$ cat src/verilog/ucode_pkg.sv
package ucode_pkg;

  localparam int OPWORD_W = 32;  // Instruction word.
  localparam int OPCODE_W = 6;  // Opcode sits in the top bits of the opword.
  localparam int UOP_W = 5;  // Micro-op counter.
  localparam int CTRL_DATA_W = 8;  // Constant field of the control word.

  localparam logic [CTRL_DATA_W-1:0] REG_PC = 8'd31;  // r31 holds the program counter.

  // Instruction opcodes. Values outside this set run as a single go-fetch step.
  typedef enum logic [OPCODE_W-1:0] {
    OP_RESET = 6'd0,
    OP_FETCH = 6'd1,
    OP_ADDU  = 6'd3,   // rD = rS + zeroext(I).
    OP_ADD3  = 6'd4,   // rD = rA + rB.
    OP_OR3   = 6'd6,   // rD = rA | rB.
    OP_BEQ   = 6'd8,   // if rA == rB then r31 += signext(I).
    OP_SLL   = 6'd10,  // rD = rS << I.
    OP_BNE   = 6'd11,  // if rA != rB then r31 += signext(I).
    OP_AND   = 6'd12,  // rD = rS & zeroext(I).
    OP_XOR3  = 6'd13,  // rD = rA ^ rB.
    OP_SRL   = 6'd14,  // rD = rS >> I.
    OP_SLL3  = 6'd15,  // rD = rA << rB.
    OP_INT   = 6'd16,
    OP_SETI  = 6'd17,
    OP_CLRI  = 6'd18
  } opcode_e;

  typedef enum logic [1:0] {
    OPWORD0 = 2'd0,  // Destination field of the opword.
    OPWORD1 = 2'd1,
    OPWORD2 = 2'd2,
    CONTROL = 2'd3   // Register number comes from ctrl_data.
  } reg_sel_e;

  typedef enum logic [3:0] {
    OUT_NONE             = 4'd0,
    OUT_REG              = 4'd1,
    OUT_TMP0             = 4'd2,
    OUT_TMP1             = 4'd3,
    OUT_MMU              = 4'd4,
    OUT_MLU              = 4'd5,
    OUT_SHIFTER          = 4'd6,
    OUT_TIMER            = 4'd7,
    OUT_CTRL_DATA        = 4'd8,
    OUT_OPWORD_IMMEDIATE = 4'd9
  } out_plane_e;

  typedef enum logic [2:0] {
    IN_NONE   = 3'd0,
    IN_REG    = 3'd1,
    IN_TMP0   = 3'd2,
    IN_TMP1   = 3'd3,
    IN_MMU    = 3'd4,
    IN_OPWORD = 3'd5,
    IN_OPCODE = 3'd6
  } in_plane_e;

  typedef enum logic [1:0] {
    MISC_NONE                  = 2'd0,
    MISC_RESET_MICROOP_COUNTER = 2'd1,
    MISC_SET_INTERRUPTS        = 2'd2  // Enable takes ctrl_data bit 0.
  } misc_e;

  typedef enum logic [2:0] {
    MLU_ADD = 3'd0,
    MLU_SUB = 3'd1,
    MLU_AND = 3'd2,
    MLU_OR  = 3'd3,
    MLU_XOR = 3'd4
  } mlu_op_e;

  typedef enum logic [1:0] {
    SHIFTER_LEFT      = 2'd0,
    SHIFTER_RIGHT     = 2'd1,
    SHIFTER_SIGNEXT16 = 2'd2
  } shifter_e;

  typedef enum logic {
    FROM_OPWORD = 1'b0,
    FROM_BUS    = 1'b1
  } opcode_sel_e;

  // Flag sampled into the condition bit for the next micro-op.
  typedef enum logic [1:0] {
    COND_MLU_ZERO     = 2'd0,
    COND_MLU_CARRY    = 2'd1,
    COND_MLU_NEGATIVE = 2'd2,
    COND_INTERRUPT    = 2'd3
  } cond_sel_e;

  typedef struct packed {
    logic [2:0]             pad;
    cond_sel_e              cond_sel;
    opcode_sel_e            opcode_sel;
    logic                   shifter_arith;
    shifter_e               shifter;
    logic                   mlu_carry;
    mlu_op_e                mlu_op;
    misc_e                  misc;
    in_plane_e              in_plane;
    out_plane_e             out_plane;
    reg_sel_e               reg_sel;
    logic [CTRL_DATA_W-1:0] ctrl_data;  // Low byte of the word.
  } ctrl_word_t;

endpackage
$ cat src/verilog/control_unit.sv
`timescale 1ns/1ps

module control_unit (
  input  logic                             clk,
  input  logic                             reset,
  input  logic [ucode_pkg::OPWORD_W-1:0]   opword,  // From the datapath opword register.
  input  logic                             mlu_zero,
  input  logic                             mlu_carry,
  input  logic                             mlu_negative,
  input  logic                             irq,
  output ucode_pkg::ctrl_word_t            ctrl
);
  import ucode_pkg::*;

  opcode_e          opcode;
  logic [UOP_W-1:0] uop_count;
  logic             cond_var;

  ucode_sequencer seq0 (
    .clk          (clk),
    .reset        (reset),
    .ctrl         (ctrl),
    .opword       (opword),
    .mlu_zero     (mlu_zero),
    .mlu_carry    (mlu_carry),
    .mlu_negative (mlu_negative),
    .irq          (irq),
    .opcode       (opcode),
    .uop_count    (uop_count),
    .cond_var     (cond_var)
  );

  // Control word is a pure function of the sequencer state.
  ucode_rom rom0 (
    .opcode    (opcode),
    .uop_count (uop_count),
    .cond_var  (cond_var),
    .ctrl      (ctrl)
  );

endmodule

$ cat src/verilog/ucode_sequencer.sv
`timescale 1ns/1ps

module ucode_sequencer (
  input  logic                             clk,
  input  logic                             reset,
  input  ucode_pkg::ctrl_word_t            ctrl,
  input  logic [ucode_pkg::OPWORD_W-1:0]   opword,
  input  logic                             mlu_zero,
  input  logic                             mlu_carry,
  input  logic                             mlu_negative,
  input  logic                             irq,
  output ucode_pkg::opcode_e               opcode,
  output logic [ucode_pkg::UOP_W-1:0]      uop_count,
  output logic                             cond_var
);
  import ucode_pkg::*;

  logic    int_enable;
  opcode_e next_opcode;
  logic    cond_next;

  // Opcode source for an IN_OPCODE word.
  always_comb begin
    if (ctrl.opcode_sel == FROM_BUS) begin
      next_opcode = opcode_e'(ctrl.ctrl_data[OPCODE_W-1:0]);
    end else begin
      next_opcode = opcode_e'(opword[OPWORD_W-1 -: OPCODE_W]);  // Top bits of the opword.
    end
  end

  always_comb begin
    case (ctrl.cond_sel)
      COND_MLU_ZERO:     cond_next = mlu_zero;
      COND_MLU_CARRY:    cond_next = mlu_carry;
      COND_MLU_NEGATIVE: cond_next = mlu_negative;
      COND_INTERRUPT:    cond_next = irq & int_enable;  // Masked interrupt request.
      default:           cond_next = 1'b0;
    endcase
  end

  always_ff @(posedge clk) begin
    if (reset) begin
      uop_count <= '0;
    end else if (ctrl.misc == MISC_RESET_MICROOP_COUNTER) begin
      uop_count <= '0;  // Instruction finished.
    end else begin
      uop_count <= uop_count + 1'b1;
    end
  end

  always_ff @(posedge clk) begin
    if (reset) begin
      opcode <= OP_RESET;
    end else if (ctrl.in_plane == IN_OPCODE) begin
      opcode <= next_opcode;
    end
  end

  always_ff @(posedge clk) begin
    if (reset) begin
      int_enable <= 1'b0;
    end else if (ctrl.misc == MISC_SET_INTERRUPTS) begin
      int_enable <= ctrl.ctrl_data[0];
    end
  end

  // Sampled every cycle, consumed by the next micro-op.
  always_ff @(posedge clk) begin
    if (reset) begin
      cond_var <= 1'b0;
    end else begin
      cond_var <= cond_next;
    end
  end

endmodule

$ cat src/verilog/ucode_rom.sv
`timescale 1ns/1ps

module ucode_rom (
  input  ucode_pkg::opcode_e             opcode,
  input  logic [ucode_pkg::UOP_W-1:0]    uop_count,
  input  logic                           cond_var,
  output ucode_pkg::ctrl_word_t          ctrl
);
  import ucode_pkg::*;

  logic     three_reg;  // Second ALU operand comes from a register.
  logic     use_shifter;  // Result taken from the shifter, not the MLU.
  mlu_op_e  alu_mlu_op;
  shifter_e alu_shift;
  logic     branch_taken;

  // Word that loads a new opcode from ctrl_data and restarts the counter.
  function automatic ctrl_word_t jump_to(input opcode_e target);
    ctrl_word_t w;
    w = '0;
    w.ctrl_data = CTRL_DATA_W'(target);
    w.out_plane = OUT_CTRL_DATA;
    w.in_plane = IN_OPCODE;
    w.misc = MISC_RESET_MICROOP_COUNTER;
    w.opcode_sel = FROM_BUS;
    return w;
  endfunction

  // ALU group decode.
  always_comb begin
    three_reg = 1'b0;
    use_shifter = 1'b0;
    alu_mlu_op = MLU_ADD;
    alu_shift = SHIFTER_LEFT;
    case (opcode)
      OP_ADD3: begin
        three_reg = 1'b1;
      end
      OP_OR3: begin
        three_reg = 1'b1;
        alu_mlu_op = MLU_OR;
      end
      OP_XOR3: begin
        three_reg = 1'b1;
        alu_mlu_op = MLU_XOR;
      end
      OP_SLL3: begin
        three_reg = 1'b1;
        use_shifter = 1'b1;
      end
      OP_AND: begin
        alu_mlu_op = MLU_AND;
      end
      OP_SLL: begin
        use_shifter = 1'b1;
      end
      OP_SRL: begin
        use_shifter = 1'b1;
        alu_shift = SHIFTER_RIGHT;
      end
      default: begin
        three_reg = 1'b0;  // ADDU and everything else.
      end
    endcase
  end

  // BEQ branches on a zero result, BNE on a nonzero one.
  assign branch_taken = (opcode == OP_BEQ) ? cond_var : !cond_var;

  always_comb begin
    ctrl = '0;
    case (opcode)
      OP_RESET: begin
        case (uop_count)
          0: begin
            ctrl.ctrl_data = 8'd1;
            ctrl.out_plane = OUT_CTRL_DATA;
            ctrl.in_plane = IN_TMP0;
          end
          1: begin  // PC starts at 1.
            ctrl.ctrl_data = REG_PC;
            ctrl.reg_sel = CONTROL;
            ctrl.out_plane = OUT_TMP0;
            ctrl.in_plane = IN_REG;
          end
          2: ctrl = jump_to(OP_FETCH);
          default: ctrl = '0;
        endcase
      end
      OP_FETCH: begin
        case (uop_count)
          0: begin  // PC to TMP0 as the fetch address, sample the interrupt.
            ctrl.ctrl_data = REG_PC;
            ctrl.reg_sel = CONTROL;
            ctrl.out_plane = OUT_REG;
            ctrl.in_plane = IN_TMP0;
            ctrl.cond_sel = COND_INTERRUPT;
          end
          1: begin
            if (cond_var) begin
              ctrl = jump_to(OP_INT);  // Pending interrupt wins over the fetch.
            end else begin
              ctrl.out_plane = OUT_MMU;
              ctrl.in_plane = IN_OPWORD;
            end
          end
          2: begin
            ctrl.ctrl_data = 8'd1;  // Increment for the PC.
            ctrl.reg_sel = CONTROL;
            ctrl.out_plane = OUT_CTRL_DATA;
            ctrl.in_plane = IN_TMP1;
          end
          3: begin
            ctrl.ctrl_data = REG_PC;
            ctrl.reg_sel = CONTROL;
            ctrl.out_plane = OUT_MLU;
            ctrl.in_plane = IN_REG;
            ctrl.mlu_op = MLU_ADD;
          end
          4: begin  // Opcode from the opword just read.
            ctrl.in_plane = IN_OPCODE;
            ctrl.misc = MISC_RESET_MICROOP_COUNTER;
            ctrl.opcode_sel = FROM_OPWORD;
          end
          default: ctrl = '0;
        endcase
      end
      OP_INT: begin
        case (uop_count)
          0: begin  // Vector address 0, interrupts off.
            ctrl.ctrl_data = 8'd0;
            ctrl.out_plane = OUT_CTRL_DATA;
            ctrl.in_plane = IN_TMP0;
            ctrl.misc = MISC_SET_INTERRUPTS;
          end
          1: begin
            ctrl.ctrl_data = REG_PC;
            ctrl.reg_sel = CONTROL;
            ctrl.out_plane = OUT_MMU;
            ctrl.in_plane = IN_REG;
          end
          2: ctrl = jump_to(OP_FETCH);
          default: ctrl = '0;
        endcase
      end
      OP_SETI, OP_CLRI: begin
        case (uop_count)
          0: begin
            ctrl.ctrl_data = (opcode == OP_SETI) ? 8'd1 : 8'd0;
            ctrl.misc = MISC_SET_INTERRUPTS;
          end
          1: ctrl = jump_to(OP_FETCH);
          default: ctrl = '0;
        endcase
      end
      OP_ADD3, OP_OR3, OP_XOR3, OP_SLL3, OP_ADDU, OP_AND, OP_SLL, OP_SRL: begin
        case (uop_count)
          0: begin  // First source into TMP0.
            ctrl.reg_sel = OPWORD1;
            ctrl.out_plane = OUT_REG;
            ctrl.in_plane = IN_TMP0;
          end
          1: begin  // Second source, a register or the immediate.
            if (three_reg) begin
              ctrl.reg_sel = OPWORD2;
              ctrl.out_plane = OUT_REG;
            end else begin
              ctrl.out_plane = OUT_OPWORD_IMMEDIATE;
            end
            ctrl.in_plane = IN_TMP1;
          end
          2: begin
            ctrl.reg_sel = OPWORD0;
            ctrl.in_plane = IN_REG;
            if (use_shifter) begin
              ctrl.out_plane = OUT_SHIFTER;
              ctrl.shifter = alu_shift;
            end else begin
              ctrl.out_plane = OUT_MLU;
              ctrl.mlu_op = alu_mlu_op;
            end
          end
          3: ctrl = jump_to(OP_FETCH);
          default: ctrl = '0;
        endcase
      end
      OP_BEQ, OP_BNE: begin
        case (uop_count)
          0: begin
            ctrl.reg_sel = OPWORD0;
            ctrl.out_plane = OUT_REG;
            ctrl.in_plane = IN_TMP0;
          end
          1: begin
            ctrl.reg_sel = OPWORD1;
            ctrl.out_plane = OUT_REG;
            ctrl.in_plane = IN_TMP1;
          end
          2: begin  // Compare, zero flag lands in cond_var.
            ctrl.mlu_op = MLU_SUB;
            ctrl.mlu_carry = 1'b1;
            ctrl.cond_sel = COND_MLU_ZERO;
          end
          3: begin
            if (branch_taken) begin
              ctrl.out_plane = OUT_OPWORD_IMMEDIATE;
              ctrl.in_plane = IN_TMP0;
            end else begin
              ctrl = jump_to(OP_FETCH);
            end
          end
          4: begin  // Shift amount of zero.
            ctrl.out_plane = OUT_NONE;
            ctrl.in_plane = IN_TMP1;
          end
          5: begin
            ctrl.shifter = SHIFTER_SIGNEXT16;
            ctrl.out_plane = OUT_SHIFTER;
            ctrl.in_plane = IN_TMP1;
          end
          6: begin
            ctrl.ctrl_data = REG_PC;
            ctrl.reg_sel = CONTROL;
            ctrl.out_plane = OUT_REG;
            ctrl.in_plane = IN_TMP0;
          end
          7: begin  // PC plus offset.
            ctrl.ctrl_data = REG_PC;
            ctrl.reg_sel = CONTROL;
            ctrl.out_plane = OUT_MLU;
            ctrl.in_plane = IN_REG;
            ctrl.mlu_op = MLU_ADD;
          end
          8: ctrl = jump_to(OP_FETCH);
          default: ctrl = '0;
        endcase
      end
      default: ctrl = jump_to(OP_FETCH);  // Unsupported opcode.
    endcase
  end

endmodule

$ cat config.mk
export PLATFORM = sky130hd
export DESIGN_NAME = control_unit
export DESIGN_NICKNAME = d
export VERILOG_FILES = /design/src/verilog/ucode_pkg.sv /design/src/verilog/control_unit.sv /design/src/verilog/ucode_sequencer.sv /design/src/verilog/ucode_rom.sv
export SDC_FILE = /design/constraint.sdc
export NUM_CORES = 1
export LEC_CHECK = 0
export BUFFER_PORTS_ARGS = -buffer_cell sky130_fd_sc_hd__clkbuf_2
export CAP_MARGIN = 10
export CELL_PAD_IN_SITES_DETAIL_PLACEMENT = 0
export CELL_PAD_IN_SITES_GLOBAL_PLACEMENT = 1
export CORE_MARGIN = 2
export CORE_UTILIZATION = 33
export DETAILED_ROUTE_END_ITERATION = 6
export PLACE_DENSITY = 0.82
export SETUP_SLACK_MARGIN = 0.1
export SLEW_MARGIN = 25
export SYNTH_ARGS = -nofsm -noshare
export SYNTH_HDL_FRONTEND = slang
export SYNTH_SLANG_ARGS = --single-unit
$ cat constraint.sdc
create_clock -name clk -period 3.2 [get_ports clk]
set_clock_uncertainty 0.15 [all_clocks]
set_input_delay 0.16 -clock clk [delete_from_list [all_inputs] [get_ports clk]]
set_output_delay 0.16 -clock clk [all_outputs]
set_load 0.03 [all_outputs]
==> metrics.txt <==
# TYPE chip_impl_metric gauge
chip_impl_metric{name="gp_congestion",unit=""} 0.901
chip_impl_info{name="final_common_cell",value="sky130_fd_sc_hd__clkbuf_2"} 1
chip_impl_metric{name="wire_length_of_the_first_global_routing_pass",unit="um"} 7660
chip_impl_metric{name="avgRoutedWirePerCell",unit="um"} 14.5
chip_impl_metric{name="antenna_violation_net_count_after_detailed_routing",unit=""} 0
chip_impl_metric{name="reg2regPathDepth",unit=""} 7
chip_impl_metric{name="drt_pre_antenna_iters",unit=""} 4
chip_impl_metric{name="timing.critical_path.fanout_max",unit=""} 16
chip_impl_metric{name="dpl-instance-area",unit="um^2"} 1770
chip_impl_info{name="most_used_cells_in_the_layout_excluding_fill_and_tap_cells",value="34 x sky130_fd_sc_hd__clkbuf_2, 27 x sky130_fd_sc_hd__nor2_1, 24 x sky130_fd_sc_hd__nand2_1"} 1
chip_impl_info{name="hold_path_class",value="in2reg"} 1
chip_impl_metric{name="synth_warnings",unit=""} 0
chip_impl_info{name="worst_setup_path_end_kind",value="output port"} 1
chip_impl_metric{name="data_arrival_at_the_endpoint_of_the_critical_path",unit="ns"} 2.60
chip_impl_metric{name="setup_violation_total_in_the_final_timing_report",unit=""} 0
chip_impl_metric{name="hold_violation_total_from_the_final_report",unit=""} 0
chip_impl_metric{name="ff_latch_area",unit="um^2"} 262
chip_impl_metric{name="drive_gt1_share",unit="%"} 22.4
chip_impl_metric{name="placementRows",unit=""} 25
chip_impl_metric{name="timing_worst_slew_pin_value",unit="ns"} 0.626
chip_impl_metric{name="grt_start_max_net_pins",unit=""} 17
chip_impl_info{name="outcome",value="finished clean"} 1
chip_impl_metric{name="final_area",unit="um^2"} 1820
chip_impl_info{name="ys.flop_type",value="sky130_fd_sc_hd__dfxtp_1"} 1
chip_impl_metric{name="power_density",unit="nW/um^2"} 946
chip_impl_metric{name="port_buffers",unit=""} 34
chip_impl_metric{name="fin_tns_setup",unit="ns"} 0
chip_impl_metric{name="cts_htree_levels",unit=""} 1
chip_impl_metric{name="max-clock-path-buffers",unit=""} 2
chip_impl_metric{name="num_antenna_cells",unit=""} 0
chip_impl_metric{name="finalWirelength",unit="um"} 4500
chip_impl_metric{name="die_width",unit="um"} 73.5
chip_impl_metric{name="layout-area-overhead-vs-synth",unit="%"} 14.3
chip_impl_metric{name="share_of_synthesized_registers_carrying_an_async_set_or_reset",unit="%"} 0
chip_impl_metric{name="finalNetCount",unit=""} 298
chip_impl_metric{name="clock_insertion_delay_worst_skew",unit="ns"} 0.24
chip_impl_metric{name="vdd_ir_drop_max",unit="mV"} 0.580
chip_impl_metric{name="drc",unit=""} 0
chip_impl_metric{name="antenna_found_initial",unit=""} 0
chip_impl_metric{name="fmax",unit="GHz"} 0.344
chip_impl_info{name="startpoint",value="seq0.opcode[1]"} 1
chip_impl_metric{name="die_area",unit="um^2"} 5410
chip_impl_metric{name="core-area",unit="um^2"} 4690
chip_impl_metric{name="period_needed",unit="ns"} 2.91
chip_impl_info{name="tritoncts",value="yes"} 1
chip_impl_metric{name="cts_made_buffers",unit=""} 3
chip_impl_metric{name="crit_required",unit="ns"} 2.89
chip_impl_metric{name="yosysSeqAreaShare",unit="%"} 16.3
chip_impl_metric{name="finalCritPeriodShare",unit="%"} 90.9
chip_impl_metric{name="path_clk_slew",unit="ns"} 0.06
chip_impl_metric{name="power_leakage",unit="nW"} 0.771
chip_impl_metric{name="remaining_overflow_grt",unit=""} 0
chip_impl_metric{name="worst-r2r-setup-slack",unit="ns"} 0.36
chip_impl_metric{name="post_synth_instance_area",unit="um^2"} 1600
chip_impl_metric{name="yosys_register_bits",unit=""} 13
chip_impl_metric{name="final_max_slew_viol_count",unit=""} 0
chip_impl_info{name="worst_setup_path_start_kind",value="flop"} 1
chip_impl_metric{name="max_slew_margin",unit="%"} 57.9
chip_impl_info{name="worst_r2r_endpoint",value="seq0.opcode[3]"} 1
chip_impl_info{name="critPathCapture",value="ctrl[17]"} 1
chip_impl_metric{name="dr.first_iter.drc_count",unit=""} 209
chip_impl_info{name="grt_setup_unrepaired",value="false"} 1
chip_impl_metric{name="num_io_pins",unit=""} 70
chip_impl_metric{name="via_per_inst",unit=""} 5.69
chip_impl_metric{name="yosysUniqueCellTypes",unit=""} 57
chip_impl_metric{name="die_h",unit="um"} 73.5
chip_impl_metric{name="detailroute.via_count",unit=""} 1758
chip_impl_metric{name="footprint_of_the_multi_input_gates",unit="um^2"} 1170
chip_impl_metric{name="floorplan.initialDensity",unit="%"} 34.0
chip_impl_metric{name="dpl.hpwl",unit="um"} 3450
chip_impl_info{name="r2r_start",value="seq0.opcode[0]"} 1
chip_impl_info{name="timing_worst_setup_path_type",value="reg2out"} 1
chip_impl_metric{name="grt_use_total",unit="%"} 17.4
chip_impl_metric{name="average_cell_area_after_synthesis",unit="um^2"} 6.97
chip_impl_metric{name="clock-sinks",unit=""} 13
chip_impl_metric{name="post_cts.repair.setup_buffers",unit=""} 0
chip_impl_info{name="cts.root.buffer_cell",value="sky130_fd_sc_hd__clkbuf_8"} 1
chip_impl_metric{name="grt_pass1_vias",unit=""} 1620
chip_impl_metric{name="drv.max_cap_violation_count",unit=""} 0
chip_impl_metric{name="synth_cells",unit=""} 229
chip_impl_metric{name="fill_cell_count",unit=""} 515
chip_impl_metric{name="synth_edf_count",unit=""} 0
-- cell usage after synthesis (3+ instances only) --
library cell               instances  area, um^2
sky130_fd_sc_hd__nor2_1           27         101
sky130_fd_sc_hd__nand2_1          24        90.1
sky130_fd_sc_hd__dfxtp_1          13         260
sky130_fd_sc_hd__nand3_1          12        60.1
sky130_fd_sc_hd__nor3_1           12        60.1
sky130_fd_sc_hd__buf_4            11        82.6
sky130_fd_sc_hd__o21ai_0          10        50.1
sky130_fd_sc_hd__a21oi_1           9        45.0
sky130_fd_sc_hd__buf_2             8        40.0
sky130_fd_sc_hd__clkbuf_1          8        30.0
sky130_fd_sc_hd__inv_1             7        26.3
sky130_fd_sc_hd__nor4_1            5        31.3
sky130_fd_sc_hd__a31oi_1           4        25.0
sky130_fd_sc_hd__and2_1            4        25.0
sky130_fd_sc_hd__ha_1              4        50.1
sky130_fd_sc_hd__nand3b_1          4        30.0
sky130_fd_sc_hd__o221ai_1          4        35.0
sky130_fd_sc_hd__xnor2_1           4        35.0
sky130_fd_sc_hd__xor2_1            4        35.0
sky130_fd_sc_hd__mux2i_1           3        30.0
sky130_fd_sc_hd__nand4_1           3        18.8
sky130_fd_sc_hd__nor2b_1           3        18.8
sky130_fd_sc_hd__o41ai_1           3        26.3
-- sequential cells by signal (all words and copies together), names as in the netlist --
signal / cells
seq0.opcode: 6
seq0.uop_count: 5
seq0.cond_var: 1
seq0.int_enable: 1
-- report_power, final --
group	switching, mW	internal, mW	total, mW
clock	0.0589	0.0879	0.147
combinational	0.896	0.424	1.32
sequential	0.0651	0.193	0.258
total	1.02	0.704	1.72
-- layer usage --
metal / vias up / global-route usage, % / wire length, um
li1: 879 / - / -
met1: 775 / 25.8 / 2110
met2: 99 / 25.3 / 1930
met3: 5 / 4.25 / 410
met4: 0 / 3.84 / 47
met5: - / 0 / 0
-- stage by stage --
step,setup WS [ns],power (mW),cells,utilization [%],hold WS [ns]
6_report,0.291,1.72,309,38.9,0.0278
5_1_grt,0.115,1.87,309,38.9,0.0329
4_1_cts,0.280,1.72,309,38.8,0.0226
3_5_place_dp,0.340,1.57,304,37.7,0.226
3_3_place_gp,0.350,1.57,304,37.7,0.225
2_1_floorplan,0.632,1.25,235,-,0.112
-- layout make-up --
| class | count | area share (%) |
|---|---|---|
| multi-input cells | 185 | 64.0 |
| well taps | 54 | 3.71 |
| clock buffers | 4 | 2.47 |
| inverters | 9 | 1.85 |
| flip-flops and latches | 13 | 14.3 |
| repair buffers | 44 | 13.6 |
-- critical path: stages, from the launching register on --
cell and delay [ns]:
sky130_fd_sc_hd__dfxtp_1 0.67, sky130_fd_sc_hd__xnor2_1 0.22, sky130_fd_sc_hd__and2_1 0.25, sky130_fd_sc_hd__a22o_1 0.27, sky130_fd_sc_hd__a311oi_4 0.43, sky130_fd_sc_hd__buf_4 0.19
sky130_fd_sc_hd__nand3_1 0.11, sky130_fd_sc_hd__clkbuf_2 0.21
-- how the worst min path moves through the flow --
stage               startpoint              to  slack [ns]  cells past startpoint
floorplan                reset  seq0.opcode[1]        0.11                      1
global placement    opword[31]  seq0.opcode[5]        0.23                      3
detailed placement  opword[31]  seq0.opcode[5]        0.23                      3
CTS                   mlu_zero   seq0.cond_var        0.02                      3
global route          mlu_zero   seq0.cond_var        0.03                      3
finish                mlu_zero   seq0.cond_var        0.03                      3
-- what timing repair did --
action | 4_1_cts | 5_1_grt
setup endpoints to repair | 0 | 3
endpoints found under the hold margin | 1 | 0
gates resized for setup | 0 | 1
hold buffers | 1 | 0
-- cells by family after synthesis --
group / after synthesis / share of synthesized area (%)
multiplexers: 4 / 2.59
adder cells (fa/ha/maj): 4 / 3.14
XOR/XNOR: 8 / 4.39
buffers and inverters: 37 / 11.9
other: 1 / 0.235
AND/OR/NAND/NOR: 106 / 34.3
flip-flops: 13 / 16.3
AO/OA/AOI/OAI: 56 / 27.1
Power figures use the tool's default switching activity.
